**src/mem_test_pkg.sv**
```systemverilog
package mem_test_pkg;

    // ========================================
    // Address map
    // ========================================

    // Word address spanning the whole memory region
    localparam int ADDR_BITS = 12;

    // Address fields from the low end upward
    localparam int CHK_LOW_BITS = 5;
    localparam int CHK_MID_BITS = 4;
    localparam int CHK_HIGH_BITS = 3;

    // Checked index is {high, low}, one tag RAM entry each
    localparam int CHK_IDX_BITS = CHK_HIGH_BITS + CHK_LOW_BITS;
    localparam int CHK_ENTRIES = 1 << CHK_IDX_BITS;

    // Reads force this bit low and writes force it high
    localparam int CONFLICT_BIT = 2;

    // ========================================
    // Data, tags and counters
    // ========================================

    localparam int DATA_BITS = 64;
    localparam int TAG_BITS = 16;

    // Bytes of a data word that make up the tag
    localparam int TAG_LOW_BYTE = 0;
    localparam int TAG_HIGH_BYTE = 5;

    localparam int COUNT_BITS = 24;

    // Record buffer, threshold counted in free entries
    localparam int FIFO_DEPTH = 16;
    localparam int FIFO_THRESHOLD = 4;
    localparam int FIFO_PTR_BITS = $clog2(FIFO_DEPTH);

    typedef logic [ADDR_BITS-1:0] addr_t;
    typedef logic [DATA_BITS-1:0] data_t;
    typedef logic [TAG_BITS-1:0] tag_t;
    typedef logic [CHK_IDX_BITS-1:0] chk_idx_t;
    typedef logic [COUNT_BITS-1:0] count_t;
    typedef logic [31:0] lfsr_t;
    typedef logic [FIFO_PTR_BITS-1:0] fifo_ptr_t;
    typedef logic [FIFO_PTR_BITS:0] fifo_count_t;

    // LFSR start values, never zero
    localparam lfsr_t ADDR_SEED = 32'h0000_2721;
    localparam lfsr_t DATA_LO_SEED = 32'h0000_0001;
    localparam lfsr_t DATA_HI_SEED = 32'h0000_0002;

    // Run control
    typedef enum logic [1:0]
    {
        RUN_IDLE,
        RUN_ACTIVE,
        RUN_TERMINATE,
        RUN_ERROR
    } run_state_t;

endpackage

```
**src/rec_if.sv**
```systemverilog
`timescale 1ns/10ps

interface rec_if;

    // Handshake
    logic valid;
    logic ready;

    // Record payload
    logic is_write;
    mem_test_pkg::chk_idx_t idx;
    mem_test_pkg::tag_t tag;

    // Back-pressure toward the sender
    logic almost_full;

    modport sender
    (
        output valid, is_write, idx, tag,
        input  ready, almost_full
    );

    modport receiver
    (
        input  valid, is_write, idx, tag,
        output ready, almost_full
    );

endinterface

```
**src/record_fifo.sv**
```systemverilog
`timescale 1ns/10ps

module record_fifo
(
    input logic clk,
    input logic reset,

    rec_if.receiver upstream,
    rec_if.sender downstream
);

    // Record storage, one array per field
    logic mem_is_write [mem_test_pkg::FIFO_DEPTH];
    mem_test_pkg::chk_idx_t mem_idx [mem_test_pkg::FIFO_DEPTH];
    mem_test_pkg::tag_t mem_tag [mem_test_pkg::FIFO_DEPTH];

    mem_test_pkg::fifo_ptr_t wr_ptr;
    mem_test_pkg::fifo_ptr_t rd_ptr;
    mem_test_pkg::fifo_count_t count;

    logic push;
    logic pop;

    assign upstream.ready = (count != mem_test_pkg::fifo_count_t'(mem_test_pkg::FIFO_DEPTH));
    assign push = upstream.valid && upstream.ready;
    assign pop = downstream.valid && downstream.ready;

    // Low on free space, or the checker is still clearing its RAM
    assign upstream.almost_full =
        (count >= mem_test_pkg::fifo_count_t'(mem_test_pkg::FIFO_DEPTH -
                                              mem_test_pkg::FIFO_THRESHOLD)) ||
        downstream.almost_full;

    // Head of the buffer
    assign downstream.valid = (count != '0);
    assign downstream.is_write = mem_is_write[rd_ptr];
    assign downstream.idx = mem_idx[rd_ptr];
    assign downstream.tag = mem_tag[rd_ptr];

    // Pointers wrap on the power of two depth
    always_ff @(posedge clk)
    begin
        if (reset)
        begin
            wr_ptr <= '0;
            rd_ptr <= '0;
            count <= '0;
        end
        else
        begin
            if (push)
            begin
                wr_ptr <= wr_ptr + mem_test_pkg::fifo_ptr_t'(1);
            end
            if (pop)
            begin
                rd_ptr <= rd_ptr + mem_test_pkg::fifo_ptr_t'(1);
            end
            if (push && !pop)
            begin
                count <= count + mem_test_pkg::fifo_count_t'(1);
            end
            else if (pop && !push)
            begin
                count <= count - mem_test_pkg::fifo_count_t'(1);
            end
        end
    end

    always_ff @(posedge clk)
    begin
        if (push)
        begin
            mem_is_write[wr_ptr] <= upstream.is_write;
            mem_idx[wr_ptr] <= upstream.idx;
            mem_tag[wr_ptr] <= upstream.tag;
        end
    end

    // Almost-full keeps the producer from ever offering to a full buffer
    assert property (@(posedge clk) disable iff (reset)
        upstream.valid |-> count != mem_test_pkg::fifo_count_t'(mem_test_pkg::FIFO_DEPTH));

endmodule

```
**src/flat_wrapper.sv**
```systemverilog
// flat-port wrapper written by rule: the top's interface ports become plain ports
module record_fifo_flat 
  (clk, reset, upstream_valid, upstream_is_write, upstream_idx, upstream_tag, upstream_ready, upstream_almost_full, downstream_valid, downstream_is_write, downstream_idx, downstream_tag, downstream_ready, downstream_almost_full);
  rec_if upstream_i ();
  rec_if downstream_i ();
  input logic clk;
  input logic reset;
  input wire logic [$bits(upstream_i.valid)-1:0] upstream_valid;
  input wire logic [$bits(upstream_i.is_write)-1:0] upstream_is_write;
  input wire logic [$bits(upstream_i.idx)-1:0] upstream_idx;
  input wire logic [$bits(upstream_i.tag)-1:0] upstream_tag;
  output wire logic [$bits(upstream_i.ready)-1:0] upstream_ready;
  output wire logic [$bits(upstream_i.almost_full)-1:0] upstream_almost_full;
  output wire logic [$bits(downstream_i.valid)-1:0] downstream_valid;
  output wire logic [$bits(downstream_i.is_write)-1:0] downstream_is_write;
  output wire logic [$bits(downstream_i.idx)-1:0] downstream_idx;
  output wire logic [$bits(downstream_i.tag)-1:0] downstream_tag;
  input wire logic [$bits(downstream_i.ready)-1:0] downstream_ready;
  input wire logic [$bits(downstream_i.almost_full)-1:0] downstream_almost_full;
  assign upstream_i.valid = upstream_valid;
  assign upstream_i.is_write = upstream_is_write;
  assign upstream_i.idx = upstream_idx;
  assign upstream_i.tag = upstream_tag;
  assign upstream_ready = upstream_i.ready;
  assign upstream_almost_full = upstream_i.almost_full;
  assign downstream_valid = downstream_i.valid;
  assign downstream_is_write = downstream_i.is_write;
  assign downstream_idx = downstream_i.idx;
  assign downstream_tag = downstream_i.tag;
  assign downstream_i.ready = downstream_ready;
  assign downstream_i.almost_full = downstream_almost_full;
  record_fifo u_core (.clk(clk), .reset(reset), .upstream(upstream_i), .downstream(downstream_i));
endmodule
```
**config.mk**
```make
export PLATFORM = sky130hd
export DESIGN_NAME = record_fifo_flat
export DESIGN_NICKNAME = d
export VERILOG_FILES = /design/src/mem_test_pkg.sv /design/src/rec_if.sv /design/src/record_fifo.sv /design/src/flat_wrapper.sv
export SDC_FILE = /design/constraint.sdc
export NUM_CORES = 1
export LEC_CHECK = 0
export BUFFER_PORTS_ARGS = -buffer_cell sky130_fd_sc_hd__buf_2
export CAP_MARGIN = 40
export CORE_UTILIZATION = 35
export CTS_CLUSTER_SIZE = 24
export DETAILED_ROUTE_END_ITERATION = 12
export SYNTH_ARGS = -nofsm -noshare
export SYNTH_HDL_FRONTEND = slang
export SYNTH_SLANG_ARGS = --single-unit
```
**constraint.sdc**
```tcl
create_clock -name clk -period 4.48 [get_ports clk]
set_input_delay 0.896 -clock clk [delete_from_list [all_inputs] [get_ports clk]]
set_output_delay 0.896 -clock clk [all_outputs]
set_load 0.03 [all_outputs]
```
==> impl_metrics.yaml, run 1 <==
sta:
  tns_ns: 0
  rsz0062_at_grt: "false"
  finalSetupViolCount: 0
  clock_skew_ns: 0.0215
  fin_crit_ns: 3.69
  worst_pin_slew_ns: 0.880
  post-route-period-util_pct: 82.4
  slew_viol_final: 0
  final_hold_viol_count: 0
  fmax_ghz: 0.271
  relSlewSlack_pct: 41.4
cells_and_area:
  fin_nets: 862
  drive_gt1_share_pct: 30.9
  fin_util_pct: 41.4
  area_growth_pct: 15.9
critical_path:
  start_kind: "flip-flop"
  end_kind: "output pin"
  path_max_fanout: 31
  arrival_ns: 2.80
  worst_ep_required_time_ns: 3.58
  crit_type: "flip-flop to output pin"
die:
  num_rows: 77
  die_h_um: 215
  die_x_um: 215
  start_util_pct: 35.7
  core_sq_mm: 0.0445
  io_pins: 58
  die-area_sq_mm: 0.0463
yosys:
  synth_nets: 772
  synth_cell_type_count: 34
  ys_ff_latch: 417
  syn_inst: 732
  synth.avg_cell_area_sq_um: 21.7
  syn-cell-area_sq_mm: 0.0159
  ys_seq_area_share_pct: 77.7
  ys_warn_count: 0
route:
  viasPerCell: 5.21
  postRouteAntennaNets: 0
  dr_total_vias: 7511
  routedWlPerCell_um: 23.4
  dr.pass1.iters: 5
  drc: 0
  routed_wirelength_mm: 33.7
  initialDrtViolationCount: 693
cts:
  clk_pin_slew_ns: 0.06
  insertion_delay_ns: 0.53
  clock-sinks: 417
  ctsResizeCount: 0
  cts-hold-fix-buffers: 0
  cts_buffer_depth: 3
  htree_levels: 2
  cts_buffers: 43
  cts_tree: "yes"
  ctsRootBufferMaster: "clkbuf_16"
  post-cts-setup-buffers: 0
place:
  dp_hpwl_mm: 19.0
  gp_routability_congestion: 0.683
  place.port_buffers: 57
grt:
  grt_pass1_wl_mm: 51.1
  overflow: 0
  grt_max_degree: 46
  antenna_found_initial: 2
  grt_pass1_vias: 7921
  grt_usage_pct: 14.8
outcome:
  status: "complete, no violations"
flow_run:
  cap_violations: 0
power_and_ir_drop:
  power_leakage_nw: 5.81
  peakVddDrop_v: 0.000274
  power.density_mw_per_mm2: 540
  total_power_mw: 9.96
worst_hold_path:
  hold_class: "flip-flop to flip-flop"
-- final timing paths --
| kind | cells past startpoint | start | slack [ns] | to |
|---|---|---|---|---|
| worst max-delay path | 5 | flip-flop | 0.79 | downstream_tag[5] |
| worst min-delay path | 2 | u_core.wr_ptr[1]$_SDFFE_PP0P_ | 0.52 | u_core.wr_ptr[1]$_SDFFE_PP0P_ |
| worst max register to register | 9 | u_core.count[0]$_SDFFE_PP0P_ | 1.43 | u_core.count[4]$_SDFFE_PP0P_ |
| worst min register to register | 2 | u_core.wr_ptr[1]$_SDFFE_PP0P_ | 0.52 | u_core.wr_ptr[1]$_SDFFE_PP0P_ |
-- per-stage QoR --
| step | setup WS [ns] | instances | hold WS (ns) | area, sq um |
|---|---|---|---|---|
| after floorplan | 0.622 | 732 | 0.482 | 15900 |
| after global placement | 1.23 | 1361 | 0.503 | 17000 |
| after detailed placement | 1.27 | 1369 | 0.511 | 17200 |
| after CTS | 0.694 | 1440 | 0.522 | 18400 |
| after global routing | 0.551 | 1440 | 0.571 | 18400 |
| final | 0.787 | 1441 | 0.522 | 18400 |
-- Yosys cell counts (all sizes together) --
cell type | number | area [sq um]
a211o | 1 | 8.76
a21o | 1 | 8.76
a21oi | 6 | 30.0
a22oi | 50 | 375
and2 | 9 | 61.3
and3 | 1 | 6.26
buf | 14 | 68.8
clkbuf | 25 | 93.8
dfxtp | 17 | 340
edfxtp | 400 | 12000
fa | 1 | 20.0
ha | 9 | 113
inv | 11 | 41.3
mux2 | 1 | 11.3
mux2i | 2 | 20.0
mux4 | 100 | 2250
nand2 | 30 | 113
nand2b | 1 | 6.26
nand3 | 1 | 5.00
nand4 | 1 | 6.26
nor2 | 25 | 93.8
nor2b | 2 | 12.5
nor3b | 2 | 15.0
nor4 | 6 | 37.5
nor4bb | 1 | 10.0
o211ai | 3 | 22.5
o21ai | 2 | 32.5
or3 | 1 | 6.26
or4 | 1 | 11.3
xnor2 | 2 | 17.5
xor2 | 6 | 52.6
-- worst max-delay path: stages (launching register included) --
cell	delay [ns]
dfxtp_4	0.77
buf_4	0.41
mux4_2	0.54
a22oi_1	0.26
nand2_1	0.08
buf_2	0.18
-- per-layer routing --
metal  up-vias  wire length (um)  track usage, %
met2       203             16000            23.9
met5         -                18               0
li1       3243                 -               -
met3        59              1770            2.51
met1      4004             15200            21.0
met4         2               633            3.76
-- power by group --
| group | total (mW) | switching [mW] | internal, mW |
|---|---|---|---|
| Clock | 3.17 | 1.36 | 1.81 |
| Combinational | 2.18 | 1.16 | 1.02 |
| Sequential | 4.61 | 0.181 | 4.43 |
| Total | 9.96 | 2.70 | 7.26 |
-- placed cells by master, fill, tap and decap left out, types with 2 or more instances in the layout --
master,instances
buf_2,57
nor4_1,2
nor3b_1,2
ha_1,9
and2_2,8
xnor2_1,2
nand2_1,30
nor4_2,4
o21ai_4,2
a22oi_1,50
clkbuf_16,43
dfxtp_4,2
xor2_1,6
clkbuf_1,13
inv_1,10
buf_4,17
mux4_2,100
clkbuf_4,3
dfxtp_1,15
o211ai_1,3
clkinv_1,7
buf_12,6
mux2i_1,2
nor2_1,20
a21oi_1,6
edfxtp_1,400
nor2b_4,2
buf_16,4
clkbuf_8,2
nor2_4,5
-- kinds of logic (layout without fill, tap and decap cells) --
| group | Yosys count | count (layout) | share of synthesized area, % |
|---|---|---|---|
| DFF | 417 | 417 | 77.7 |
| muxes | 103 | 103 | 14.4 |
| and+or+nand+nor | 81 | 81 | 2.42 |
| AOI/OAI and AO/OA | 63 | 63 | 3.01 |
| buffers and inverters | 50 | 166 | 1.28 |
| adders and majority gates | 10 | 10 | 0.834 |
| xor gates and xnor gates | 8 | 8 | 0.441 |
| other | 0 | 1 | 0 |
-- flip-flops by register name, summed over array words and instances (netlist names), named ones only --
name / cells
u_core.rd_ptr: 4
u_core.mem_idx: 128
u_core.count: 5
u_core.wr_ptr: 4
u_core.mem_tag: 256
u_core.mem_is_write: 16
-- area by class of cell --
| type | count | area, sq um |
|---|---|---|
| well taps | 592 | 741 |
| repair buffers | 84 | 643 |
| clock buffers | 61 | 1170 |
| clock inverters | 10 | 47.5 |
| diodes | 1 | 2.50 |
| multi-input cells | 265 | 3430 |
| flip-flops and latches | 417 | 12400 |
| fillers | 3898 | 26100 |
| inverters | 11 | 41.3 |
No activity file was read; power rests on OpenSTA's default activity.
==> run 2: changes to the inputs <==
--- a/config.mk
+++ b/config.mk
@@ -5,6 +5,7 @@
 export SDC_FILE = /design/constraint.sdc
 export NUM_CORES = 1
 export LEC_CHECK = 0
+export ABC_AREA = 1
 export BUFFER_PORTS_ARGS = -buffer_cell sky130_fd_sc_hd__buf_2
 export CAP_MARGIN = 40
 export CORE_UTILIZATION = 35
==> constraint.sdc (replaced) <==
create_clock -name clk -period 3.3 [get_ports clk]
set_input_delay 0.66 -clock clk [delete_from_list [all_inputs] [get_ports clk]]
set_output_delay 0.66 -clock clk [all_outputs]
set_load 0.03 [all_outputs]
==> run 2 against run 1 <==
Die area up 15%. Register-to-register slack worse by 0.52 ns. Design area increased by 12%. Sequential power up 32%. Global-route usage grew 1.6 points. Power is 46% higher. Non-clock buffer count grew 7. Worst hold slack worse by 0.18 ns. Worst setup slack worse by 0.58 ns.
==> impl_metrics.yaml, run 2 <==
route:
  dr_total_vias: 11788
  routed_wirelength_mm: 43.2
  routedWlPerCell_um: 17.1
  postRouteAntennaNets: 0
  drc: 0
  viasPerCell: 4.67
  dr.pass1.iters: 5
  initialDrtViolationCount: 991
cells_and_area:
  antenna_cells: 0
  drive_gt1_share_pct: 9.93
  largest_reg_flops: 256
  top_regs: "u_core.mem_tag x256, u_core.mem_idx x128, u_core.mem_is_write x16"
  area_growth_pct: 13.3
  fin_nets: 1850
  top_register: "u_core.mem_tag"
  layout_commonest_cell: "nand2_1"
  layout_common_cells: "nand2_1, edfxtp_1, inv_1"
critical_path:
  arrival_ns: 2.43
  r2r_cells: 7
  path_max_fanout: 71
  crit_type: "flip-flop to output pin"
  start_kind: "flip-flop"
  timing.rr.start: "u_core.count[0]$_SDFFE_PP0P_"
  end_kind: "output pin"
  r2r_end: "u_core.mem_tag[4][4]$_DFFE_PP_"
  endpoint: "downstream_tag[5]"
  r2r_slack_ns: 0.91
  worst_ep_required_time_ns: 2.64
yosys:
  synth_area_leader_cell: "edfxtp_1"
  ys_seq_area_share_pct: 67.5
  synth.avg_cell_area_sq_um: 10.4
  syn-cell-area_sq_mm: 0.0183
  synth-edff-count: 400
  ys_ff_latch: 417
  syn_inst: 1755
  yosys-top-cells-count: "nand2_1, edfxtp_1, inv_1"
  ys_warn_count: 0
  synth_nets: 1795
  synth-main-ff-cell: "edfxtp_1"
  synth.area.top_cells: "edfxtp_1, nand2_1, nand3_1, inv_1, buf_6"
  ys_async_sr_fraction_pct: 0
  netlist.area_leader.share_pct: 65.6
  yosysMostFrequentCell: "nand2_1"
  synth_cell_type_count: 23
die:
  die-area_sq_mm: 0.0532
  num_rows: 83
  start_util_pct: 35.5
  core_sq_mm: 0.0515
  io_pins: 58
  die_h_um: 231
  die_x_um: 231
cts:
  clk_pin_slew_ns: 0.06
  cts_buffers: 43
  cts-hold-fix-buffers: 0
  clock-sinks: 417
  ctsRootBufferMaster: "clkbuf_16"
  htree_levels: 2
  cts_tree: "yes"
  cts_buffer_depth: 3
  insertion_delay_ns: 0.57
power_and_ir_drop:
  combPwrFrac_pct: 23.4
  cellInternalPower_mw: 10.0
  p_switching_mw: 4.53
  peakVddDrop_v: 0.000430
  pwr-share-seq_pct: 42.0
  pwr-share-clk_pct: 34.6
  power.density_mw_per_mm2: 701
  power_leakage_nw: 8.74
  p_sw_share_pct: 31.2
sta:
  finalSetupViolCount: 0
  worst_pin_slew_ns: 0.826
  rsz0062_at_grt: "false"
  relSlewSlack_pct: 44.9
  fin_ws_ns: 0.206
  tns_ns: 0
  fin_crit_ns: 3.09
  slew_viol_final: 0
  clock_skew_ns: 0.0116
  final_hold_viol_count: 0
  fmax_ghz: 0.323
  post-route-period-util_pct: 93.8
grt:
  grt_pass1_vias: 11417
  grt_pass1_wl_mm: 66.8
  grt_max_degree: 101
  antenna_found_initial: 4
  grt_usage_pct: 16.4
  overflow: 0
worst_hold_path:
  hold_class: "input pin to flip-flop"
flow_run:
  cap_violations: 0
place:
  place.port_buffers: 57
  place_ws_ns: 0.711
  dp_hpwl_mm: 22.9
  gp_routability_congestion: 0.749
outcome:
  status: "complete, no violations"
run 2: cell types whose count changed in the layout (fill, tap and decap cells not counted), moves of 5 or more:
cell / delta
nand2_1: +525
inv_1: +311
nand3_1: +308
mux4_2: -100
a22oi_1: -50
nor2_4: +11
and2_2: -8
bufinv_16: +7
o21ai_0: +7
buf_12: +5
buf_4: +5
run 2: power by group through the flow:
stage | Sequential (mW) | Combinational [mW] | Clock, mW
after floorplan | 6.17 | 2.68 | 0
after global placement | 6.20 | 3.39 | 0
after detailed placement | 6.21 | 3.43 | 0
after CTS | 6.10 | 3.45 | 5.11
after global routing | 6.12 | 3.79 | 5.32
final | 6.10 | 3.40 | 5.03
run 2: cell type report:
type / instances / area [sq um]
inverter: 326 / 1230
clock inverter: 23 / 312
tap: 680 / 851
sequential: 417 / 12400
clock buffer: 54 / 1140
fill: 5007 / 30800
timing repair buffer: 91 / 682
multi-input combinational: 931 / 4150
run 2: routing by layer:
| layer | track usage, % | part of all wire [%] | up-vias |
|---|---|---|---|
| li1 | - | - | 5755 |
| met3 | 2.98 | 5.0 | 65 |
| met1 | 21.9 | 45 | 5667 |
| met5 | 0 | 0.12 | - |
| met2 | 27.6 | 48 | 293 |
| met4 | 4.01 | 1.7 | 8 |
run 2: kinds of logic (layout without fill, tap and decap cells):
group	count (synthesis)	in the layout	synth area share (%)
AOI/OAI and AO/OA	15	15	0.410
xor gates and xnor gates	3	3	0.144
adders and majority gates	10	10	0.725
buffers and inverters	407	494	10.5
DFF	417	417	67.5
and+or+nand+nor	903	903	20.7
run 2: repair_timing:
action	4_1_cts	5_1_grt
endpoints found under the setup margin	0	6
gates resized for setup	0	2
setup buffers	0	0
run 2: through the flow:
step                utilization, %  hold slack, ns  power (mW)  instances  cell area [sq um]
finish                        40.2           0.339        14.5       2522              20700
global route                  40.2           0.349        15.2       2522              20700
CTS                           40.2           0.313        14.7       2522              20700
detailed placement            37.4           0.499        9.64       2445              19300
global placement              37.4           0.486        9.60       2445              19300
floorplan                        -           0.466        8.85       1755              18300
run 2: worst min-delay path by stage:
stage / from / endpoint / slack [ns] / depth (start not counted)
after floorplan: u_core.count[0]$_SDFFE_PP0P_ / u_core.count[0]$_SDFFE_PP0P_ / 0.47 / 1
final: reset / u_core.wr_ptr[2]$_SDFFE_PP0P_ / 0.34 / 2
after detailed placement: u_core.rd_ptr[2]$_SDFFE_PP0P_ / flip-flop / 0.50 / 2
after global routing: reset / u_core.wr_ptr[2]$_SDFFE_PP0P_ / 0.35 / 2
after global placement: u_core.rd_ptr[2]$_SDFFE_PP0P_ / flip-flop / 0.49 / 2
after CTS: reset / u_core.wr_ptr[2]$_SDFFE_PP0P_ / 0.31 / 2
run 2: critical path, cell delays in order, from the launching register on:
cell	delay, ns
dfxtp_4	0.43
inv_8	0.35
buf_12	0.26
nand2_1	0.08
nand2_1	0.07
nand2_1	0.06
nand3_1	0.11
nand3_1	0.07
nand2_1	0.14
buf_2	0.22
==> run 3: changes to the inputs <==
--- a/config.mk
+++ b/config.mk
@@ -9,6 +9,7 @@
 export BUFFER_PORTS_ARGS = -buffer_cell sky130_fd_sc_hd__buf_2
 export CAP_MARGIN = 40
 export CORE_UTILIZATION = 35
+export CTS_BUF_LIST = sky130_fd_sc_hd__clkbuf_4 sky130_fd_sc_hd__clkbuf_8
 export CTS_CLUSTER_SIZE = 24
 export DETAILED_ROUTE_END_ITERATION = 12
 export SYNTH_ARGS = -nofsm -noshare
==> run 3 against run 2 <==
Clock power decreased by 12%. First-iteration DRC count decreased by 6.0%. Non-clock buffer count unchanged. Clock skew increased by 0.021 ns. Combinational power about the same. Worst setup slack got worse by 0.033 ns. Critical path depth unchanged. Wire length increased by 0.66%. Sequential power about the same. Worst hold slack got worse by 0.049 ns. Sequential share of layout area increased by 0.35 points. Design area decreased by 0.58%. Critical path type unchanged.
==> impl_metrics.yaml, run 3 (synthesized netlist as in run 2, its figures left out) <==
power_and_ir_drop:
  cellInternalPower_mw: 9.40
  power_leakage_nw: 8.74
  p_sw_share_pct: 32.6
  pwr-share-seq_pct: 43.8
  peakVddDrop_v: 0.000448
  power.density_mw_per_mm2: 676
  total_power_mw: 13.9
  combPwrFrac_pct: 24.5
  pwr-share-clk_pct: 31.7
  p_switching_mw: 4.54
grt:
  grt_max_degree: 101
  grt_usage_pct: 16.6
  overflow: 0
  grt_pass1_wl_mm: 67.5
  antenna_found_initial: 4
  grt_pass1_vias: 11758
cts:
  ctsRootBufferMaster: "clkbuf_8"
  clk_pin_slew_ns: 0.06
  cts_buffer_depth: 3
  cts_tree: "yes"
  clock-sinks: 417
  cts_buffers: 69
  post-cts-setup-buffers: 0
  insertion_delay_ns: 0.62
  htree_levels: 3
critical_path:
  r2r_end: "u_core.mem_idx[4][5]$_DFFE_PP_"
  crit_type: "flip-flop to output pin"
  path_max_fanout: 71
  end_kind: "output pin"
  r2r_cells: 7
  worst_ep_required_time_ns: 2.64
  arrival_ns: 2.47
  r2r_slack_ns: 0.89
  timing.rr.start: "u_core.count[0]$_SDFFE_PP0P_"
  start_kind: "flip-flop"
die:
  die_x_um: 231
  die-area_sq_mm: 0.0532
  start_util_pct: 35.5
  io_pins: 58
  num_rows: 83
  die_h_um: 231
  core_sq_mm: 0.0515
worst_hold_path:
  hold_start: "reset"
  hold_depth: 2
  worstHoldEndpoint: "u_core.wr_ptr[2]$_SDFFE_PP0P_"
  hold_class: "input pin to flip-flop"
cells_and_area:
  top_regs: "u_core.mem_tag x256, u_core.mem_idx x128, u_core.mem_is_write x16"
  fin_util_pct: 40.0
  fillCellCount: 5035
  top_register: "u_core.mem_tag"
  largest_reg_flops: 256
  layout_common_cells: "nand2_1, edfxtp_1, inv_1"
  drive_gt1_share_pct: 11.8
  fin_nets: 1876
  area_growth_pct: 12.6
  layout_commonest_cell: "nand2_1"
  design_area_sq_mm: 0.0206
route:
  initialDrtViolationCount: 932
  viasPerCell: 4.67
  drc: 0
  dr_total_vias: 11970
  routed_wirelength_mm: 43.5
  routedWlPerCell_um: 17.0
  postRouteAntennaNets: 0
  dr.pass1.iters: 5
outcome:
  status: "complete, no violations"
sta:
  worst_pin_slew_ns: 0.831
  clock_skew_ns: 0.0329
  fmax_ghz: 0.320
  relSlewSlack_pct: 44.5
  finalSetupViolCount: 0
  fin_crit_ns: 3.13
  post-route-period-util_pct: 94.7
  final_hold_viol_count: 0
  slew_viol_final: 0
place:
  postPlaceCellArea_sq_mm: 0.0193
  place.port_buffers: 57
  gp_routability_congestion: 0.749
  dp_hpwl_mm: 22.9
flow_run:
  cap_violations: 0
[run 3: stage by stage]
stage	cells	setup WS, ns	setup TNS, ns	hold WS [ns]
3_5_place_dp	2445	0.711	0	0.499
6_report	2565	0.173	0	0.289
3_3_place_gp	2445	0.660	0	0.486
4_1_cts	2564	0.0152	0	0.238
2_1_floorplan	1755	0.855	0	0.466
5_1_grt	2564	-0.00372	-0.00372	0.281
[run 3: worst max path at each step]
| stage | from | end | slack, ns | cells past startpoint |
|---|---|---|---|---|
| 6_report | flip-flop | downstream_idx[4] | 0.17 | 9 |
| 4_1_cts | flip-flop | downstream_idx[4] | 0.02 | 9 |
| 5_1_grt | flip-flop | downstream_tag[5] | -0.004 | 9 |
| 3_3_place_gp | flip-flop | downstream_idx[7] | 0.66 | 8 |
| 3_5_place_dp | flip-flop | downstream_idx[7] | 0.71 | 8 |
| 2_1_floorplan | u_core.count[0]$_SDFFE_PP0P_ | u_core.mem_idx[0][0]$_DFFE_PP_ | 0.85 | 6 |
[run 3: layout make-up]
cell class                      instances  area, sq um  share of cell area, %
Sequential cell                       417        12400                   60.0
Multi-Input combinational cell        931         4150                   20.1
Inverter                              326         1230                   5.98
Clock buffer                           89         1130                   5.49
Tap cell                              680          851                   4.13
Timing Repair Buffer                   91          682                   3.31
Clock inverter                         30          196                  0.953
Antenna cell                            1         2.50                 0.0121
[run 3: power groups by stage]
stage | logic [mW] | clock network (mW) | registers [mW]
after floorplan | 2.68 | 0 | 6.17
after global placement | 3.39 | 0 | 6.20
after detailed placement | 3.43 | 0 | 6.21
after CTS | 3.45 | 4.52 | 6.10
after global routing | 3.79 | 4.76 | 6.12
final | 3.41 | 4.42 | 6.10
[run 3: layer usage]
metal	wire [um]	GRT usage [%]	vias up
met2	20900	27.6	329
met4	900	5.86	8
li1	-	-	5825
met3	2380	2.90	72
met5	46	0	-
met1	19300	21.7	5736
[run 3: critical path, stage by stage (launching register included)]
cell and delay, ns:
dfxtp_4 0.43, inv_8 0.37, buf_12 0.27, nand2_1 0.08, nand2_1 0.06, nand2_1 0.05
nand3_1 0.08, nand3_1 0.07, nand2_1 0.16, buf_2 0.22
[run 3: what timing repair did]
item                                    CTS  global route
hold buffers                              0             0
resized for setup                         0             2
endpoints found under the setup margin    0            23
