<file path="config.mk">
export PLATFORM = sky130hd
export DESIGN_NAME = traffic_gen_flat
export DESIGN_NICKNAME = d
export VERILOG_FILES = /design/src/mem_test_pkg.sv /design/src/rec_if.sv /design/src/traffic_gen.sv /design/src/flat_wrapper.sv
export SDC_FILE = /design/constraint.sdc
export NUM_CORES = 1
export LEC_CHECK = 0
export BUFFER_PORTS_ARGS = -buffer_cell sky130_fd_sc_hd__buf_2
export CAP_MARGIN = 20
export CELL_PAD_IN_SITES_DETAIL_PLACEMENT = 1
export CELL_PAD_IN_SITES_GLOBAL_PLACEMENT = 2
export CORE_MARGIN = 3
export CORE_UTILIZATION = 36
export CTS_BUF_LIST = sky130_fd_sc_hd__clkbuf_4 sky130_fd_sc_hd__clkbuf_8 sky130_fd_sc_hd__clkbuf_16
export DETAILED_ROUTE_END_ITERATION = 10
export PLACE_DENSITY_LB_ADDON = 0.1
export SETUP_SLACK_MARGIN = 0.3
export SYNTH_ARGS = -nofsm -noshare
export SYNTH_HDL_FRONTEND = slang
export SYNTH_SLANG_ARGS = --single-unit
</file>
<file path="constraint.sdc">
create_clock -name clk -period 9.2 [get_ports clk]
set_input_delay 0.46 -clock clk [delete_from_list [all_inputs] [get_ports clk]]
set_output_delay 0.46 -clock clk [all_outputs]
set_load 0.1 [all_outputs]
</file>
<file path="src/mem_test_pkg.sv">
package mem_test_pkg;

    // ========================================
    // Address map
    // ========================================

    // Word address spanning the whole memory region
    localparam int ADDR_BITS = 12;

    // Address fields from the low end upward
    localparam int CHK_LOW_BITS = 5;
    localparam int CHK_MID_BITS = 4;
    localparam int CHK_HIGH_BITS = 3;

    // Checked index is {high, low}, one tag RAM entry each
    localparam int CHK_IDX_BITS = CHK_HIGH_BITS + CHK_LOW_BITS;
    localparam int CHK_ENTRIES = 1 << CHK_IDX_BITS;

    // Reads force this bit low and writes force it high
    localparam int CONFLICT_BIT = 2;

    // ========================================
    // Data, tags and counters
    // ========================================

    localparam int DATA_BITS = 64;
    localparam int TAG_BITS = 16;

    // Bytes of a data word that make up the tag
    localparam int TAG_LOW_BYTE = 0;
    localparam int TAG_HIGH_BYTE = 5;

    localparam int COUNT_BITS = 24;

    // Record buffer, threshold counted in free entries
    localparam int FIFO_DEPTH = 16;
    localparam int FIFO_THRESHOLD = 4;
    localparam int FIFO_PTR_BITS = $clog2(FIFO_DEPTH);

    typedef logic [ADDR_BITS-1:0] addr_t;
    typedef logic [DATA_BITS-1:0] data_t;
    typedef logic [TAG_BITS-1:0] tag_t;
    typedef logic [CHK_IDX_BITS-1:0] chk_idx_t;
    typedef logic [COUNT_BITS-1:0] count_t;
    typedef logic [31:0] lfsr_t;
    typedef logic [FIFO_PTR_BITS-1:0] fifo_ptr_t;
    typedef logic [FIFO_PTR_BITS:0] fifo_count_t;

    // LFSR start values, never zero
    localparam lfsr_t ADDR_SEED = 32'h0000_2721;
    localparam lfsr_t DATA_LO_SEED = 32'h0000_0001;
    localparam lfsr_t DATA_HI_SEED = 32'h0000_0002;

    // Run control
    typedef enum logic [1:0]
    {
        RUN_IDLE,
        RUN_ACTIVE,
        RUN_TERMINATE,
        RUN_ERROR
    } run_state_t;

endpackage

</file>
<file path="src/rec_if.sv">
`timescale 1ns/10ps

interface rec_if;

    // Handshake
    logic valid;
    logic ready;

    // Record payload
    logic is_write;
    mem_test_pkg::chk_idx_t idx;
    mem_test_pkg::tag_t tag;

    // Back-pressure toward the sender
    logic almost_full;

    modport sender
    (
        output valid, is_write, idx, tag,
        input  ready, almost_full
    );

    modport receiver
    (
        input  valid, is_write, idx, tag,
        output ready, almost_full
    );

endinterface

</file>
<file path="src/traffic_gen.sv">
`timescale 1ns/10ps

module traffic_gen
(
    input  logic clk,
    input  logic reset,
    input  logic start,
    input  mem_test_pkg::count_t run_cycles,
    input  logic enable_reads,
    input  logic enable_writes,
    input  logic enable_rw_conflicts,
    input  mem_test_pkg::data_t wb_dat_r,
    input  logic wb_ack,
    input  logic check_error,
    input  logic drained,

    output logic wb_cyc,
    output logic wb_stb,
    output logic wb_we,
    output mem_test_pkg::addr_t wb_adr,
    output mem_test_pkg::data_t wb_dat_w,
    output logic busy,
    output mem_test_pkg::count_t rd_count,
    output mem_test_pkg::count_t wr_count,

    rec_if.sender rec
);

    // 32-bit Fibonacci LFSR step, taps 32 22 2 1
    function automatic mem_test_pkg::lfsr_t lfsr_next(mem_test_pkg::lfsr_t r);
        return {r[30:0], r[31] ^ r[21] ^ r[1] ^ r[0]};
    endfunction

    // Only addresses with a zero middle field have a tag
    function automatic logic addr_is_checked(mem_test_pkg::addr_t a);
        return a[mem_test_pkg::CHK_LOW_BITS +: mem_test_pkg::CHK_MID_BITS] == '0;
    endfunction

    // High field on top of low field
    function automatic mem_test_pkg::chk_idx_t addr_to_idx(mem_test_pkg::addr_t a);
        return {a[mem_test_pkg::ADDR_BITS-1 -: mem_test_pkg::CHK_HIGH_BITS],
                a[mem_test_pkg::CHK_LOW_BITS-1:0]};
    endfunction

    function automatic mem_test_pkg::tag_t data_to_tag(mem_test_pkg::data_t d);
        return {d[8 * mem_test_pkg::TAG_HIGH_BYTE +: 8],
                d[8 * mem_test_pkg::TAG_LOW_BYTE +: 8]};
    endfunction

    mem_test_pkg::run_state_t state;
    mem_test_pkg::count_t cycles_rem;

    // Configuration held for the whole run
    logic cfg_reads;
    logic cfg_writes;
    logic cfg_conflicts;

    // Random sources
    mem_test_pkg::lfsr_t addr_lfsr;
    mem_test_pkg::lfsr_t data_lo_lfsr;
    mem_test_pkg::lfsr_t data_hi_lfsr;

    logic pick_write;
    logic can_open;
    logic end_ok;
    logic ack_seen;
    mem_test_pkg::addr_t next_adr;

    // ========================================
    // Run control
    // ========================================

    // Nothing left on the bus, in the hand-off or in the checker
    assign end_ok = !wb_cyc && !rec.valid && drained;
    assign busy = (state != mem_test_pkg::RUN_IDLE);

    always_ff @(posedge clk)
    begin
        if (reset)
        begin
            state <= mem_test_pkg::RUN_IDLE;
            cycles_rem <= '0;
            cfg_reads <= 1'b0;
            cfg_writes <= 1'b0;
            cfg_conflicts <= 1'b0;
        end
        else
        begin
            case (state)
                mem_test_pkg::RUN_IDLE:
                begin
                    // Latch the run setup
                    if (start)
                    begin
                        state <= mem_test_pkg::RUN_ACTIVE;
                        cycles_rem <= run_cycles;
                        cfg_reads <= enable_reads;
                        cfg_writes <= enable_writes;
                        cfg_conflicts <= enable_rw_conflicts;
                    end
                end

                mem_test_pkg::RUN_ACTIVE:
                begin
                    if (check_error)
                    begin
                        state <= mem_test_pkg::RUN_ERROR;
                    end
                    else if (cycles_rem == '0)
                    begin
                        state <= mem_test_pkg::RUN_TERMINATE;
                    end
                    else
                    begin
                        cycles_rem <= cycles_rem - mem_test_pkg::count_t'(1);
                    end
                end

                default:
                begin
                    // Wait for the open bus cycle and the checker
                    if (end_ok)
                    begin
                        state <= mem_test_pkg::RUN_IDLE;
                    end
                end
            endcase
        end
    end

    // ========================================
    // Random address and data
    // ========================================

    always_ff @(posedge clk)
    begin
        if (reset)
        begin
            addr_lfsr <= mem_test_pkg::ADDR_SEED;
            data_lo_lfsr <= mem_test_pkg::DATA_LO_SEED;
            data_hi_lfsr <= mem_test_pkg::DATA_HI_SEED;
        end
        else
        begin
            addr_lfsr <= lfsr_next(addr_lfsr);
            data_lo_lfsr <= lfsr_next(data_lo_lfsr);
            data_hi_lfsr <= lfsr_next(data_hi_lfsr);
        end
    end

    always_comb
    begin
        // Top LFSR bit picks the direction when both are enabled
        pick_write = cfg_writes && (!cfg_reads || addr_lfsr[31]);
        next_adr = mem_test_pkg::addr_t'(addr_lfsr);

        // Keep reads and writes on disjoint halves
        if (!cfg_conflicts)
        begin
            next_adr[mem_test_pkg::CONFLICT_BIT] = pick_write;
        end

        // Bus idle for a cycle, buffer has room, hand-off free
        can_open = (state == mem_test_pkg::RUN_ACTIVE) && (cycles_rem != '0) &&
                   !check_error && (cfg_reads || cfg_writes) &&
                   !rec.almost_full && !wb_cyc && (!rec.valid || rec.ready);
    end

    // ========================================
    // Wishbone master and record hand-off
    // ========================================

    assign ack_seen = wb_cyc && wb_ack;

    always_ff @(posedge clk)
    begin
        if (reset)
        begin
            wb_cyc <= 1'b0;
            wb_stb <= 1'b0;
            rec.valid <= 1'b0;
            rd_count <= '0;
            wr_count <= '0;
        end
        else
        begin
            if (rec.valid && rec.ready)
            begin
                rec.valid <= 1'b0;
            end

            if (ack_seen)
            begin
                wb_cyc <= 1'b0;
                wb_stb <= 1'b0;
                if (wb_we)
                begin
                    wr_count <= wr_count + mem_test_pkg::count_t'(1);
                end
                else
                begin
                    rd_count <= rd_count + mem_test_pkg::count_t'(1);
                end
                // Unchecked addresses produce no record
                rec.valid <= addr_is_checked(wb_adr);
            end
            else if (can_open)
            begin
                wb_cyc <= 1'b1;
                wb_stb <= 1'b1;
            end

            if (start && !busy)
            begin
                rd_count <= '0;
                wr_count <= '0;
            end
        end
    end

    // Request payload and record payload
    always_ff @(posedge clk)
    begin
        if (can_open)
        begin
            wb_we <= pick_write;
            wb_adr <= next_adr;
            wb_dat_w <= {data_hi_lfsr, data_lo_lfsr};
        end

        if (ack_seen)
        begin
            rec.is_write <= wb_we;
            rec.idx <= addr_to_idx(wb_adr);
            rec.tag <= wb_we ? data_to_tag(wb_dat_w) : data_to_tag(wb_dat_r);
        end
    end

    // Strobe only inside a bus cycle
    assert property (@(posedge clk) disable iff (reset) wb_stb |-> wb_cyc);

    // Request held steady until the slave acks
    assert property (@(posedge clk) disable iff (reset)
        wb_stb && !wb_ack |=> wb_stb && $stable(wb_adr) && $stable(wb_we) &&
                              $stable(wb_dat_w));

endmodule

</file>
<file path="src/flat_wrapper.sv">
// flat-port wrapper written by rule: the top's interface ports become plain ports
module traffic_gen_flat 
  (clk, reset, start, run_cycles, enable_reads, enable_writes, enable_rw_conflicts, wb_dat_r, wb_ack, check_error, drained, wb_cyc, wb_stb, wb_we, wb_adr, wb_dat_w, busy, rd_count, wr_count, rec_valid, rec_is_write, rec_idx, rec_tag, rec_ready, rec_almost_full);
  rec_if rec_i ();
  input  logic clk;
  input  logic reset;
  input  logic start;
  input  mem_test_pkg::count_t run_cycles;
  input  logic enable_reads;
  input  logic enable_writes;
  input  logic enable_rw_conflicts;
  input  mem_test_pkg::data_t wb_dat_r;
  input  logic wb_ack;
  input  logic check_error;
  input  logic drained;
  output logic wb_cyc;
  output logic wb_stb;
  output logic wb_we;
  output mem_test_pkg::addr_t wb_adr;
  output mem_test_pkg::data_t wb_dat_w;
  output logic busy;
  output mem_test_pkg::count_t rd_count;
  output mem_test_pkg::count_t wr_count;
  output wire logic [$bits(rec_i.valid)-1:0] rec_valid;
  output wire logic [$bits(rec_i.is_write)-1:0] rec_is_write;
  output wire logic [$bits(rec_i.idx)-1:0] rec_idx;
  output wire logic [$bits(rec_i.tag)-1:0] rec_tag;
  input wire logic [$bits(rec_i.ready)-1:0] rec_ready;
  input wire logic [$bits(rec_i.almost_full)-1:0] rec_almost_full;
  assign rec_valid = rec_i.valid;
  assign rec_is_write = rec_i.is_write;
  assign rec_idx = rec_i.idx;
  assign rec_tag = rec_i.tag;
  assign rec_i.ready = rec_ready;
  assign rec_i.almost_full = rec_almost_full;
  traffic_gen u_core (.clk(clk), .reset(reset), .start(start), .run_cycles(run_cycles), .enable_reads(enable_reads), .enable_writes(enable_writes), .enable_rw_conflicts(enable_rw_conflicts), .wb_dat_r(wb_dat_r), .wb_ack(wb_ack), .check_error(check_error), .drained(drained), .wb_cyc(wb_cyc), .wb_stb(wb_stb), .wb_we(wb_we), .wb_adr(wb_adr), .wb_dat_w(wb_dat_w), .busy(busy), .rd_count(rd_count), .wr_count(wr_count), .rec(rec_i));
endmodule
</file>
==> results of run 1 <==
-- metal layers --
layer | wire length (µm) | up-vias | part of all wire, %
met4 | 510 | 2 | 2.1
met1 | 11100 | 3427 | 46
li1 | - | 3394 | -
met5 | 7 | - | 0.029
met2 | 11300 | 156 | 46
met3 | 1480 | 38 | 6.0
-- worst max-delay path by stage --
stage	cells after the start	slack, ps	to
after global placement	6	5840	u_core.wb_dat_w[17]
after floorplan	4	4300	u_core.wb_adr[0]
after CTS	6	5780	u_core.wb_dat_w[38]
after global routing	6	5580	u_core.wb_dat_w[2]
final	6	5820	u_core.wb_dat_w[58]
after detailed placement	6	5830	u_core.wb_dat_w[17]
-- state kept, by name (all words and copies together), names as in the netlist, 2 cells and up --
register             flops
u_core.wb_dat_w         64
u_core.addr_lfsr        32
u_core.data_hi_lfsr     32
u_core.data_lo_lfsr     32
u_core.cycles_rem       24
u_core.rd_count         24
u_core.wr_count         24
u_core.rec.tag          16
u_core.wb_adr           12
u_core.rec.idx           8
u_core.state             2
-- placed cells by master, fill, tap and decap left out, types with 18 or more instances in the layout --
cell type and n:
edfxtp_1 102, o21ai_0 21, nor2_1 69, dfxtp_1 175
xor2_1 36, clkbuf_16 32, nand4_1 27, buf_2 204
nor3_1 18, nand2_1 55, nor2b_1 91, a21oi_1 27
-- layout make-up --
type / count / area share [%]
sequential: 277 / 52.4
multi-input combinational: 509 / 25.5
timing repair buffer: 217 / 9.19
clock buffer: 41 / 7.13
tap: 372 / 3.72
clock inverter: 17 / 1.55
inverter: 15 / 0.450
-- metrics by stage --
| step | setup WS, ps | cells | utilization [%] | hold WS, ps |
|---|---|---|---|---|
| finish | 5820 | 1448 | 46.2 | 139 |
| global route | 5580 | 1448 | 46.2 | 131 |
| CTS | 5780 | 1446 | 46.1 | 117 |
| detailed placement | 5830 | 1388 | 42.1 | 409 |
| global placement | 5840 | 1387 | 42.0 | 394 |
| floorplan | 4300 | 838 | - | 389 |
-- critical path, delay by kind of cell (launching register included) --
family,cells,cell delay [ps]
flops,1,820
buf+inv,2,1070
compound gates,1,450
simple gates,3,550
-- synthesized netlist by cell type, drive strengths merged, types with 3 or more instances --
master	count	area (µm²)
dfxtp	175	3500
edfxtp	102	3060
nor2b	91	569
nor2	70	263
nand2	55	206
xor2	36	315
clkbuf	31	116
a21oi	27	135
nand4	27	169
o21ai	22	110
nor3	20	110
mux2	17	191
xnor2	16	140
inv	15	56.3
nor4	14	93.8
nand3	12	60.1
or2	10	62.6
or3	9	62.6
and3	8	50.1
a32o	7	71.3
o32ai	7	61.3
buf	6	28.8
o22ai	6	37.5
a22oi	5	37.5
o31a	5	46.3
or4	5	48.8
ha	4	50.1
a211oi	3	22.5
a31o	3	26.3
and4	3	26.3
nand2b	3	18.8
-- cell families after synthesis --
family	share of synthesized area, %
adder cells (fa/ha/maj)	0.503
multiplexers	2.12
AO/OA/AOI/OAI	6.92
buffers and inverters	2.02
AND/OR/NAND/NOR	17.9
XOR/XNOR	4.57
flip-flops	65.9
-- where the power goes --
group | switching [W] | leakage (nW) | internal (W) | total, W
combinational | 0.000159 | 2.01 | 0.0000815 | 0.000240
clock | 0.000489 | 0.542 | 0.000794 | 0.00128
sequential | 0.0000277 | 2.35 | 0.00130 | 0.00132
total | 0.000676 | 4.90 | 0.00217 | 0.00285
==> metrics.cfg, run 1 <==
[run_status]
status=finished, final reports clean

[cells_and_area]
drive_above_1_share_pct=29.2
stdcell_area_um2=12500
insertedDiodeCount=0
final_nets=1154
multiInputGateArea_um2=3200
area_growth_pct=25.8
seq_area_um2=6570
fill_cells=2921

[place]
gp_congestion=0.776
place.detailed.hpwl_mm=16.2
dpl_cell_area_um2=11400
numPortBuffers=204

[timing]
fin_skew_ps=20.7
rsz0062_at_grt=no
fin_crit_ps=3380
relSlewSlack_pct=27.9
worstMarginPinSlew_ps=1080
final_max_slew_viol_count=0
setup_viol=0
fin_crit_sh_pct=36.7
finalHoldViolations=0
fmax_mhz=296
fin_setup_tns_ps=0

[route]
ant_nets=0
vias=7017
drtIter0Drc=267
dr.pass1.iters=4
drc=0
routed_wl_mm=24.5
via_per_inst=4.85
avgRoutedWirePerCell_um=16.9

[yosys]
async_flop_share_pct=0
avgSynthCellArea_um2=11.9
yosysWarnings=0
ys.flop_type=dfxtp_1
yosys_register_bits=277
netlist_area_um2=9960
synth_cell_types=60
synth.net_count=941
synth_cells=838
synth_edf_count=102
synth_seq_area_share_pct=65.9

[hold_path]
holdPathStages=3
hp-class=primary input to flop
worstHoldStart=run_cycles[5]
whs_endpoint=u_core.cycles_rem[5]

[clock_tree]
cts_sinks=277
ctsHoldBuffers=0
clk_latency_ps=550
cts_resized=0
htreeDepth=1
clk_pin_slew_ps=60
clockBufferDepth=3
cts_buffers=31
cts_tree=done
post_cts_buffers=0
root_buffer=clkbuf_16

[floorplan]
start_util_pct=36.7
core-area_um2=27100
dieArea_um2=29700
num_rows=60
ios=253
dieHeight_um=172
dieWidth_um=172

[setup_path]
cpPeakStageDelay_ps=820
r2r_slack_ps=5820
crit_start=u_core.state[0]
crit_required_ps=9370
worstSetupPathType=flop to flop
reg2reg_from=u_core.state[0]
crit_fanout=78
reg2reg_depth=6
setup.worst_path.end_class=flop
crit_chain=nand2b_1 > buf_4 > nand2b_1 > a21o_1 > nor2_4 > buf_4
arrival_ps=3550
start_kind=flop
crit_slowest_cell=dfxtp_1
timing.rr.end=u_core.wb_dat_w[58]

[global_routing]
grt_pass1_wl_mm=38.4
grt_max_degree=103
met3_usage_pct=4.05
overflow=0
grt_usage_pct=16.1
grtUsageMet1_pct=22.2
antenna_found_initial=1
top_usage_layer=met2
grt_use_met2_pct=25.6
grt_pass1_vias=6934

[power_and_ir_drop]
ir_worst_vdd_mv=0.158
report.power.total_w=0.00285
p_per_area_nw_per_um2=227
leakage_nw=4.90

[run]
max_cap_violations=0

No activity file was read; power rests on OpenSTA's default activity.
==> run 2: changes to the inputs <==
- CORE_UTILIZATION: 36 -> 34
- clock period: 9.2 -> 3.25 ns (I/O delays scaled with it)
==> metrics.cfg, run 2 (same netlist as run 1, synthesis figures left out) <==
[cells_and_area]
final_nets=1207  ; was 1,154
final_cells=1513  ; was 1,448
final_common_cell=buf_2  ; unchanged
largest_register_ffs=64  ; unchanged
multiInputGateArea_um2=3210  ; was 3200 µm²
area_growth_pct=30.5  ; was 25.8%
fill_cells=3094  ; was 2,921
insertedDiodeCount=0  ; unchanged
seq_area_um2=6570  ; unchanged
layout_common_cells=203 x buf_2, 175 x dfxtp_1, 102 x edfxtp_1, 91 x nor2b_1, 69 x nor2_1  ; was 204 x buf_2, 175 x dfxtp_1, 102 x edfxtp_1, 91 x nor2b_1, 69 x nor2_1
drive_above_1_share_pct=28.4  ; was 29.2%
top_register=u_core.wb_dat_w  ; unchanged

[hold_path]
hp-class=primary input to flop  ; unchanged

[setup_path]
arrival_ps=3240  ; was 3550 ps
setup.worst_path.end_class=flop  ; unchanged
worstSetupPathType=flop to flop  ; unchanged
crit_required_ps=3740  ; was 9370 ps
crit_chain=or4_4 > nor3_2 > a21o_2 > buf_4 > a2bb2oi_1 > o32ai_1 > dlygate4sd3_1  ; was nand2b_1 > buf_4 > nand2b_1 > a21o_1 > nor2_4 > buf_4
crit_fanout=7  ; was 78
crit_slowest_cell=dlygate4sd3_1  ; was dfxtp_1
cpPeakStageDelay_ps=610  ; was 820 ps
start_kind=flop  ; unchanged

[timing]
relSlewSlack_pct=33.5  ; was 27.9%
fmax_mhz=364  ; was 296 MHz
setup_viol=0  ; unchanged
worst_slack_ps=503  ; was 5820 ps
finalHoldViolations=0  ; unchanged
fin_setup_tns_ps=0  ; unchanged
final_max_slew_viol_count=0  ; unchanged
fin_crit_sh_pct=84.5  ; was 36.7%
fin_crit_ps=2750  ; was 3380 ps
rsz0062_at_grt=no  ; unchanged
worstMarginPinSlew_ps=992  ; was 1080 ps
fin_skew_ps=9.84  ; was 20.7 ps

[power_and_ir_drop]
ir_worst_vdd_mv=0.401  ; was 0.158 mV
leakage_nw=5.11  ; was 4.90 nW
p_per_area_nw_per_um2=613  ; was 227 nW/µm²

[route]
avgRoutedWirePerCell_um=17.0  ; was 16.9 µm
ant_nets=0  ; unchanged
via_per_inst=4.74  ; was 4.85
vias=7166  ; was 7,017
drc=0  ; unchanged
drtIter0Drc=273  ; was 267
routed_wl_mm=25.7  ; was 24.5 mm
dr.pass1.iters=5  ; was 4

[run]
max_cap_violations=0  ; unchanged

[clock_tree]
cts_tree=done  ; unchanged
clockBufferDepth=3  ; unchanged
post_cts_buffers=0  ; unchanged
htreeDepth=1  ; unchanged
cts_buffers=31  ; unchanged
cts_sinks=277  ; unchanged
root_buffer=clkbuf_16  ; unchanged
clk_pin_slew_ps=60  ; about the same
clk_latency_ps=550  ; about the same

[floorplan]
core-area_um2=28800  ; was 27,100 µm²
ios=253  ; unchanged
dieWidth_um=177  ; was 172 µm
num_rows=62  ; was 60
dieArea_um2=31400  ; was 29,700 µm²
start_util_pct=34.6  ; was 36.7%
dieHeight_um=177  ; was 172 µm

[global_routing]
antenna_found_initial=1  ; unchanged
grt_usage_pct=16.1  ; about the same
grt_pass1_vias=7371  ; was 6,934
overflow=0  ; unchanged
grt_pass1_wl_mm=40.7  ; was 38.4 mm
grt_max_degree=79  ; was 103

[place]
place_ws_ps=779  ; was 5830 ps
dp_cells=1406  ; was 1,388
gp_congestion=0.753  ; was 0.776
place.detailed.hpwl_mm=17.1  ; was 16.2 mm
numPortBuffers=204  ; unchanged

[run_status]
status=finished, final reports clean  ; unchanged

[run 2: changes by cell type in the layout (fill, tap and decap cells not counted), sizes merged]
cell,previous run,this run
dlygate4sd3,0,49
clkbuf,41,38
buf,217,221
clkinvlp,1,0
bufinv,4,3
clkinv,10,15
[run 2: timing repair]
action | CTS | global route
resized for setup | 0 | 3
hold buffers | 49 | 0
hold endpoints to repair | 46 | 0
endpoints found under the setup margin | 0 | 3
[run 2: layout make-up]
| class | instances | share of cell area (%) |
|---|---|---|
| inverter | 15 | 0.433 |
| multi-input combinational | 509 | 24.7 |
| sequential | 277 | 50.5 |
| clock inverter | 20 | 1.40 |
| tap | 384 | 3.70 |
| clock buffer | 38 | 6.52 |
| timing repair buffer | 270 | 12.7 |
[run 2: metrics by stage]
| step | total power [W] | utilization [%] | hold WS (ps) | instance area (µm²) |
|---|---|---|---|---|
| final | 0.00796 | 45.2 | 64.5 | 13000 |
| after global routing | 0.00832 | 45.2 | 75.3 | 13000 |
| after CTS | 0.00810 | 45.1 | 35.1 | 13000 |
| after detailed placement | 0.00451 | 39.8 | 402 | 11500 |
| after global placement | 0.00450 | 39.8 | 401 | 11500 |
| after floorplan | 0.00429 | - | 298 | 9960 |
[run 2: layer usage]
metal | part of all wire, % | global-route usage (%) | vias to the layer above
met2 | 45 | 24.9 | 166
met5 | 0 | 0 | -
met3 | 6.6 | 4.50 | 47
met1 | 46 | 22.1 | 3459
li1 | - | - | 3494
met4 | 2.4 | 4.39 | 0
[run 2: path summary, 6_finish.rpt]
kind,startpoint,end,slack (ps),cells after the start
max,u_core.cycles_rem[8],u_core.cycles_rem[21],500,7
min,wb_ack,u_core.rec.valid,60,4
max reg2reg,u_core.cycles_rem[8],u_core.cycles_rem[21],500,7
min reg2reg,u_core.addr_lfsr[12],u_core.addr_lfsr[13],410,1
[run 2: power breakdown]
part	internal (W)	switching, W	total, W
logic	0.000277	0.000468	0.000745
registers	0.00367	0.0000716	0.00374
clock network	0.00209	0.00139	0.00348
total	0.00603	0.00193	0.00796
[run 2: worst max-delay path, delay by kind of cell, from the launching register on]
kind	cells	cell delay [ps]
AOI/OAI and AO/OA	3	610
buffers and inverters	2	810
DFF	1	370
and+or+nand+nor	2	890
==> run 3: changes to the inputs <==
- ABC_AREA: default -> 1
- CORE_UTILIZATION: 34 -> 32
- clock period: 3.25 -> 2.55 ns (I/O delays scaled with it)
==> metrics.cfg, run 3 <==
[timing]
final_max_slew_viol_count=0  ; unchanged
rsz0062_at_grt=no  ; unchanged
fmax_mhz=496  ; was 364 MHz
fin_crit_ps=2020  ; was 2750 ps
setup_viol=0  ; unchanged
finalHoldWorstSlack_ps=21.8  ; was 64.5 ps
relSlewSlack_pct=56.5  ; was 33.5%
worstMarginPinSlew_ps=652  ; was 992 ps
fin_skew_ps=12.5  ; was 9.84 ps
fin_setup_tns_ps=0  ; unchanged
fin_crit_sh_pct=79.1  ; was 84.5%
finalHoldViolations=0  ; unchanged

[route]
via_per_inst=4.41  ; was 4.74
drtIter0Drc=320  ; was 273
drc=0  ; unchanged
routed_wl_mm=29.0  ; was 25.7 mm
dr.pass1.iters=6  ; was 5
ant_nets=0  ; unchanged
avgRoutedWirePerCell_um=15.3  ; was 17.0 µm
vias=8374  ; was 7,166

[floorplan]
start_util_pct=32.8  ; was 34.6%
dieHeight_um=189  ; was 177 µm
core-area_um2=32900  ; was 28,800 µm²
dieWidth_um=189  ; was 177 µm
dieArea_um2=35900  ; was 31,400 µm²
ios=253  ; unchanged
num_rows=66  ; was 62

[yosys]
netlist_area_um2=10800  ; was 9960 µm²
yosys-top-cells-area=dfxtp_1 33%, edfxtp_1 28%, nand2_1 8.4%  ; was dfxtp_1 35%, edfxtp_1 31%, nor2b_1 5.7%
yosysTopAreaCell=dfxtp_1  ; unchanged
yosysWarnings=0  ; unchanged
synth_cells=1176  ; was 838
yosysMostFrequentCell=nand2_1  ; was dfxtp_1
yosys_register_bits=277  ; unchanged
synth.net_count=1279  ; was 941
avgSynthCellArea_um2=9.16  ; was 11.9 µm²
synth_seq_area_share_pct=61.0  ; was 65.9%
yosys-top-cells-count=241 x nand2_1, 198 x nor2_1, 175 x dfxtp_1  ; was 175 x dfxtp_1, 102 x edfxtp_1, 91 x nor2b_1
synth_top_area_share_pct=32.5  ; was 35.2%
ys.flop_type=dfxtp_1  ; unchanged
async_flop_share_pct=0  ; unchanged
synth_cell_types=49  ; was 60
synth_edf_count=102  ; unchanged

[global_routing]
antenna_found_initial=1  ; unchanged
grt_usage_pct=16.1  ; about the same
overflow=0  ; unchanged
grt_max_degree=106  ; was 79
grt_pass1_vias=8651  ; was 7,371
grt_pass1_wl_mm=46.5  ; was 40.7 mm

[power_and_ir_drop]
leakage_nw=5.80  ; was 5.11 nW
ir_worst_vdd_mv=0.401  ; about the same
p_per_area_nw_per_um2=791  ; was 613 nW/µm²

[clock_tree]
root_buffer=clkbuf_16  ; unchanged
clk_latency_ps=510  ; was 550 ps
clk_pin_slew_ps=60  ; about the same
clockBufferDepth=3  ; unchanged
cts_sinks=277  ; unchanged
cts_tree=done  ; unchanged
htreeDepth=2  ; was 1
post_cts_buffers=0  ; unchanged
cts_buffers=34  ; was 31

[setup_path]
start_kind=flop  ; unchanged
arrival_ps=2160  ; was 3240 ps
worstSetupPathType=flop to flop  ; unchanged
setup.worst_path.end_class=flop  ; unchanged
reg2reg_depth=9  ; was 7
crit_fanout=77  ; was 7
crit_required_ps=2700  ; was 3740 ps

[place]
place.detailed.hpwl_mm=20.3  ; was 17.1 mm
gp_congestion=0.762  ; was 0.753
numPortBuffers=204  ; unchanged

[cells_and_area]
final_nets=1535  ; was 1,207
layout_common_cells=240 x nand2_1, 203 x buf_2, 198 x nor2_1, 170 x dfxtp_1, 147 x inv_1  ; was 203 x buf_2, 175 x dfxtp_1, 102 x edfxtp_1, 91 x nor2b_1, 69 x nor2_1
largest_register_ffs=64  ; unchanged
top_register=u_core.wb_dat_w  ; unchanged
drive_above_1_share_pct=23.7  ; was 28.4%
final_common_cell=nand2_1  ; was buf_2
area_growth_pct=29.5  ; was 30.5%

[hold_path]
holdPathStages=5  ; was 4
hp-class=primary input to flop  ; unchanged

[run]
max_cap_violations=0  ; unchanged

[run_status]
status=finished, final reports clean  ; unchanged

==> run 3: cell types whose count changed after synthesis, moves of 11 or more <==
| cell | before | now |
|---|---|---|
| a21oi_1 | 27 | 55 |
| clkbuf_1 | 31 | 17 |
| inv_1 | 15 | 149 |
| mux2_2 | 17 | 0 |
| nand2_1 | 55 | 241 |
| nand3_1 | 12 | 41 |
| nand4_1 | 27 | 9 |
| nor2_1 | 70 | 198 |
| nor2_2 | 0 | 13 |
| nor2b_1 | 91 | 0 |
| o21ai_1 | 1 | 12 |
| xor2_1 | 36 | 12 |
==> run 3: cell families after synthesis <==
| logic type | after synthesis | synth area share, % |
|---|---|---|
| buffers and inverters | 188 | 7.02 |
| AOI/OAI and AO/OA | 111 | 5.51 |
| adders and majority gates | 4 | 0.465 |
| DFF | 277 | 61.0 |
| xor gates and xnor gates | 22 | 1.79 |
| and+or+nand+nor | 574 | 24.2 |
==> run 3: timing repair <==
action                                  CTS  global route
gates resized for setup                   0             2
endpoints found under the setup margin    0             6
hold buffers                             40             0
hold endpoints to repair                 43             0
==> run 3: report_power, final <==
part / internal (W) / switching [W]
logic: 0.000328 / 0.000740
clock network: 0.00331 / 0.00187
registers: 0.00469 / 0.0000969
total: 0.00832 / 0.00271
==> run 3: final cells by class <==
type | instances | area (µm²)
Inverter | 157 | 606
Fill cell | 3884 | 18900
Timing Repair Buffer | 251 | 1510
Clock inverter | 16 | 260
Tap cell | 442 | 553
Multi-Input combinational cell | 711 | 3460
Antenna cell | 1 | 2.50
Sequential cell | 277 | 6580
Clock buffer | 45 | 970
==> run 3: through the flow <==
stage | std cells | area [µm²] | util (%) | setup WS (ps) | total power [W]
floorplan | 1176 | 10800 | - | 67.4 | 0.00562
global placement | 1798 | 12300 | 37.4 | 483 | 0.00590
detailed placement | 1798 | 12300 | 37.4 | 464 | 0.00591
CTS | 1899 | 13900 | 42.4 | 440 | 0.0112
global route | 1900 | 13900 | 42.4 | 368 | 0.0116
finish | 1900 | 13900 | 42.4 | 533 | 0.0110
==> run 3: final timing paths <==
kind,start,endpoint,slack (ps)
max,u_core.state[0],u_core.wb_adr[11],530
max reg2reg,u_core.state[0],u_core.wb_adr[11],530
min reg2reg,u_core.addr_lfsr[22],u_core.addr_lfsr[23],400
min,run_cycles[19],u_core.cycles_rem[19],20
==> run 3: critical path, cell delays in order (launching register included) <==
cell and delay [ps]:
dfxtp_1 360, inv_2 40, nor2_2 180, inv_2 160, nor2_1 120, nand2_1 80, inv_1 110, nand2_2 80
clkinvlp_4 90, buf_12 320
==> run 3: metal layers <==
layer  share of wire [%]  global-route usage [%]  up-vias
li1                    -                       -     4235
met1                  47                    21.7     3935
met2                  46                    26.1      168
met4                 2.0                    4.46        0
met5                   0                       0        -
met3                 5.3                    3.48       36
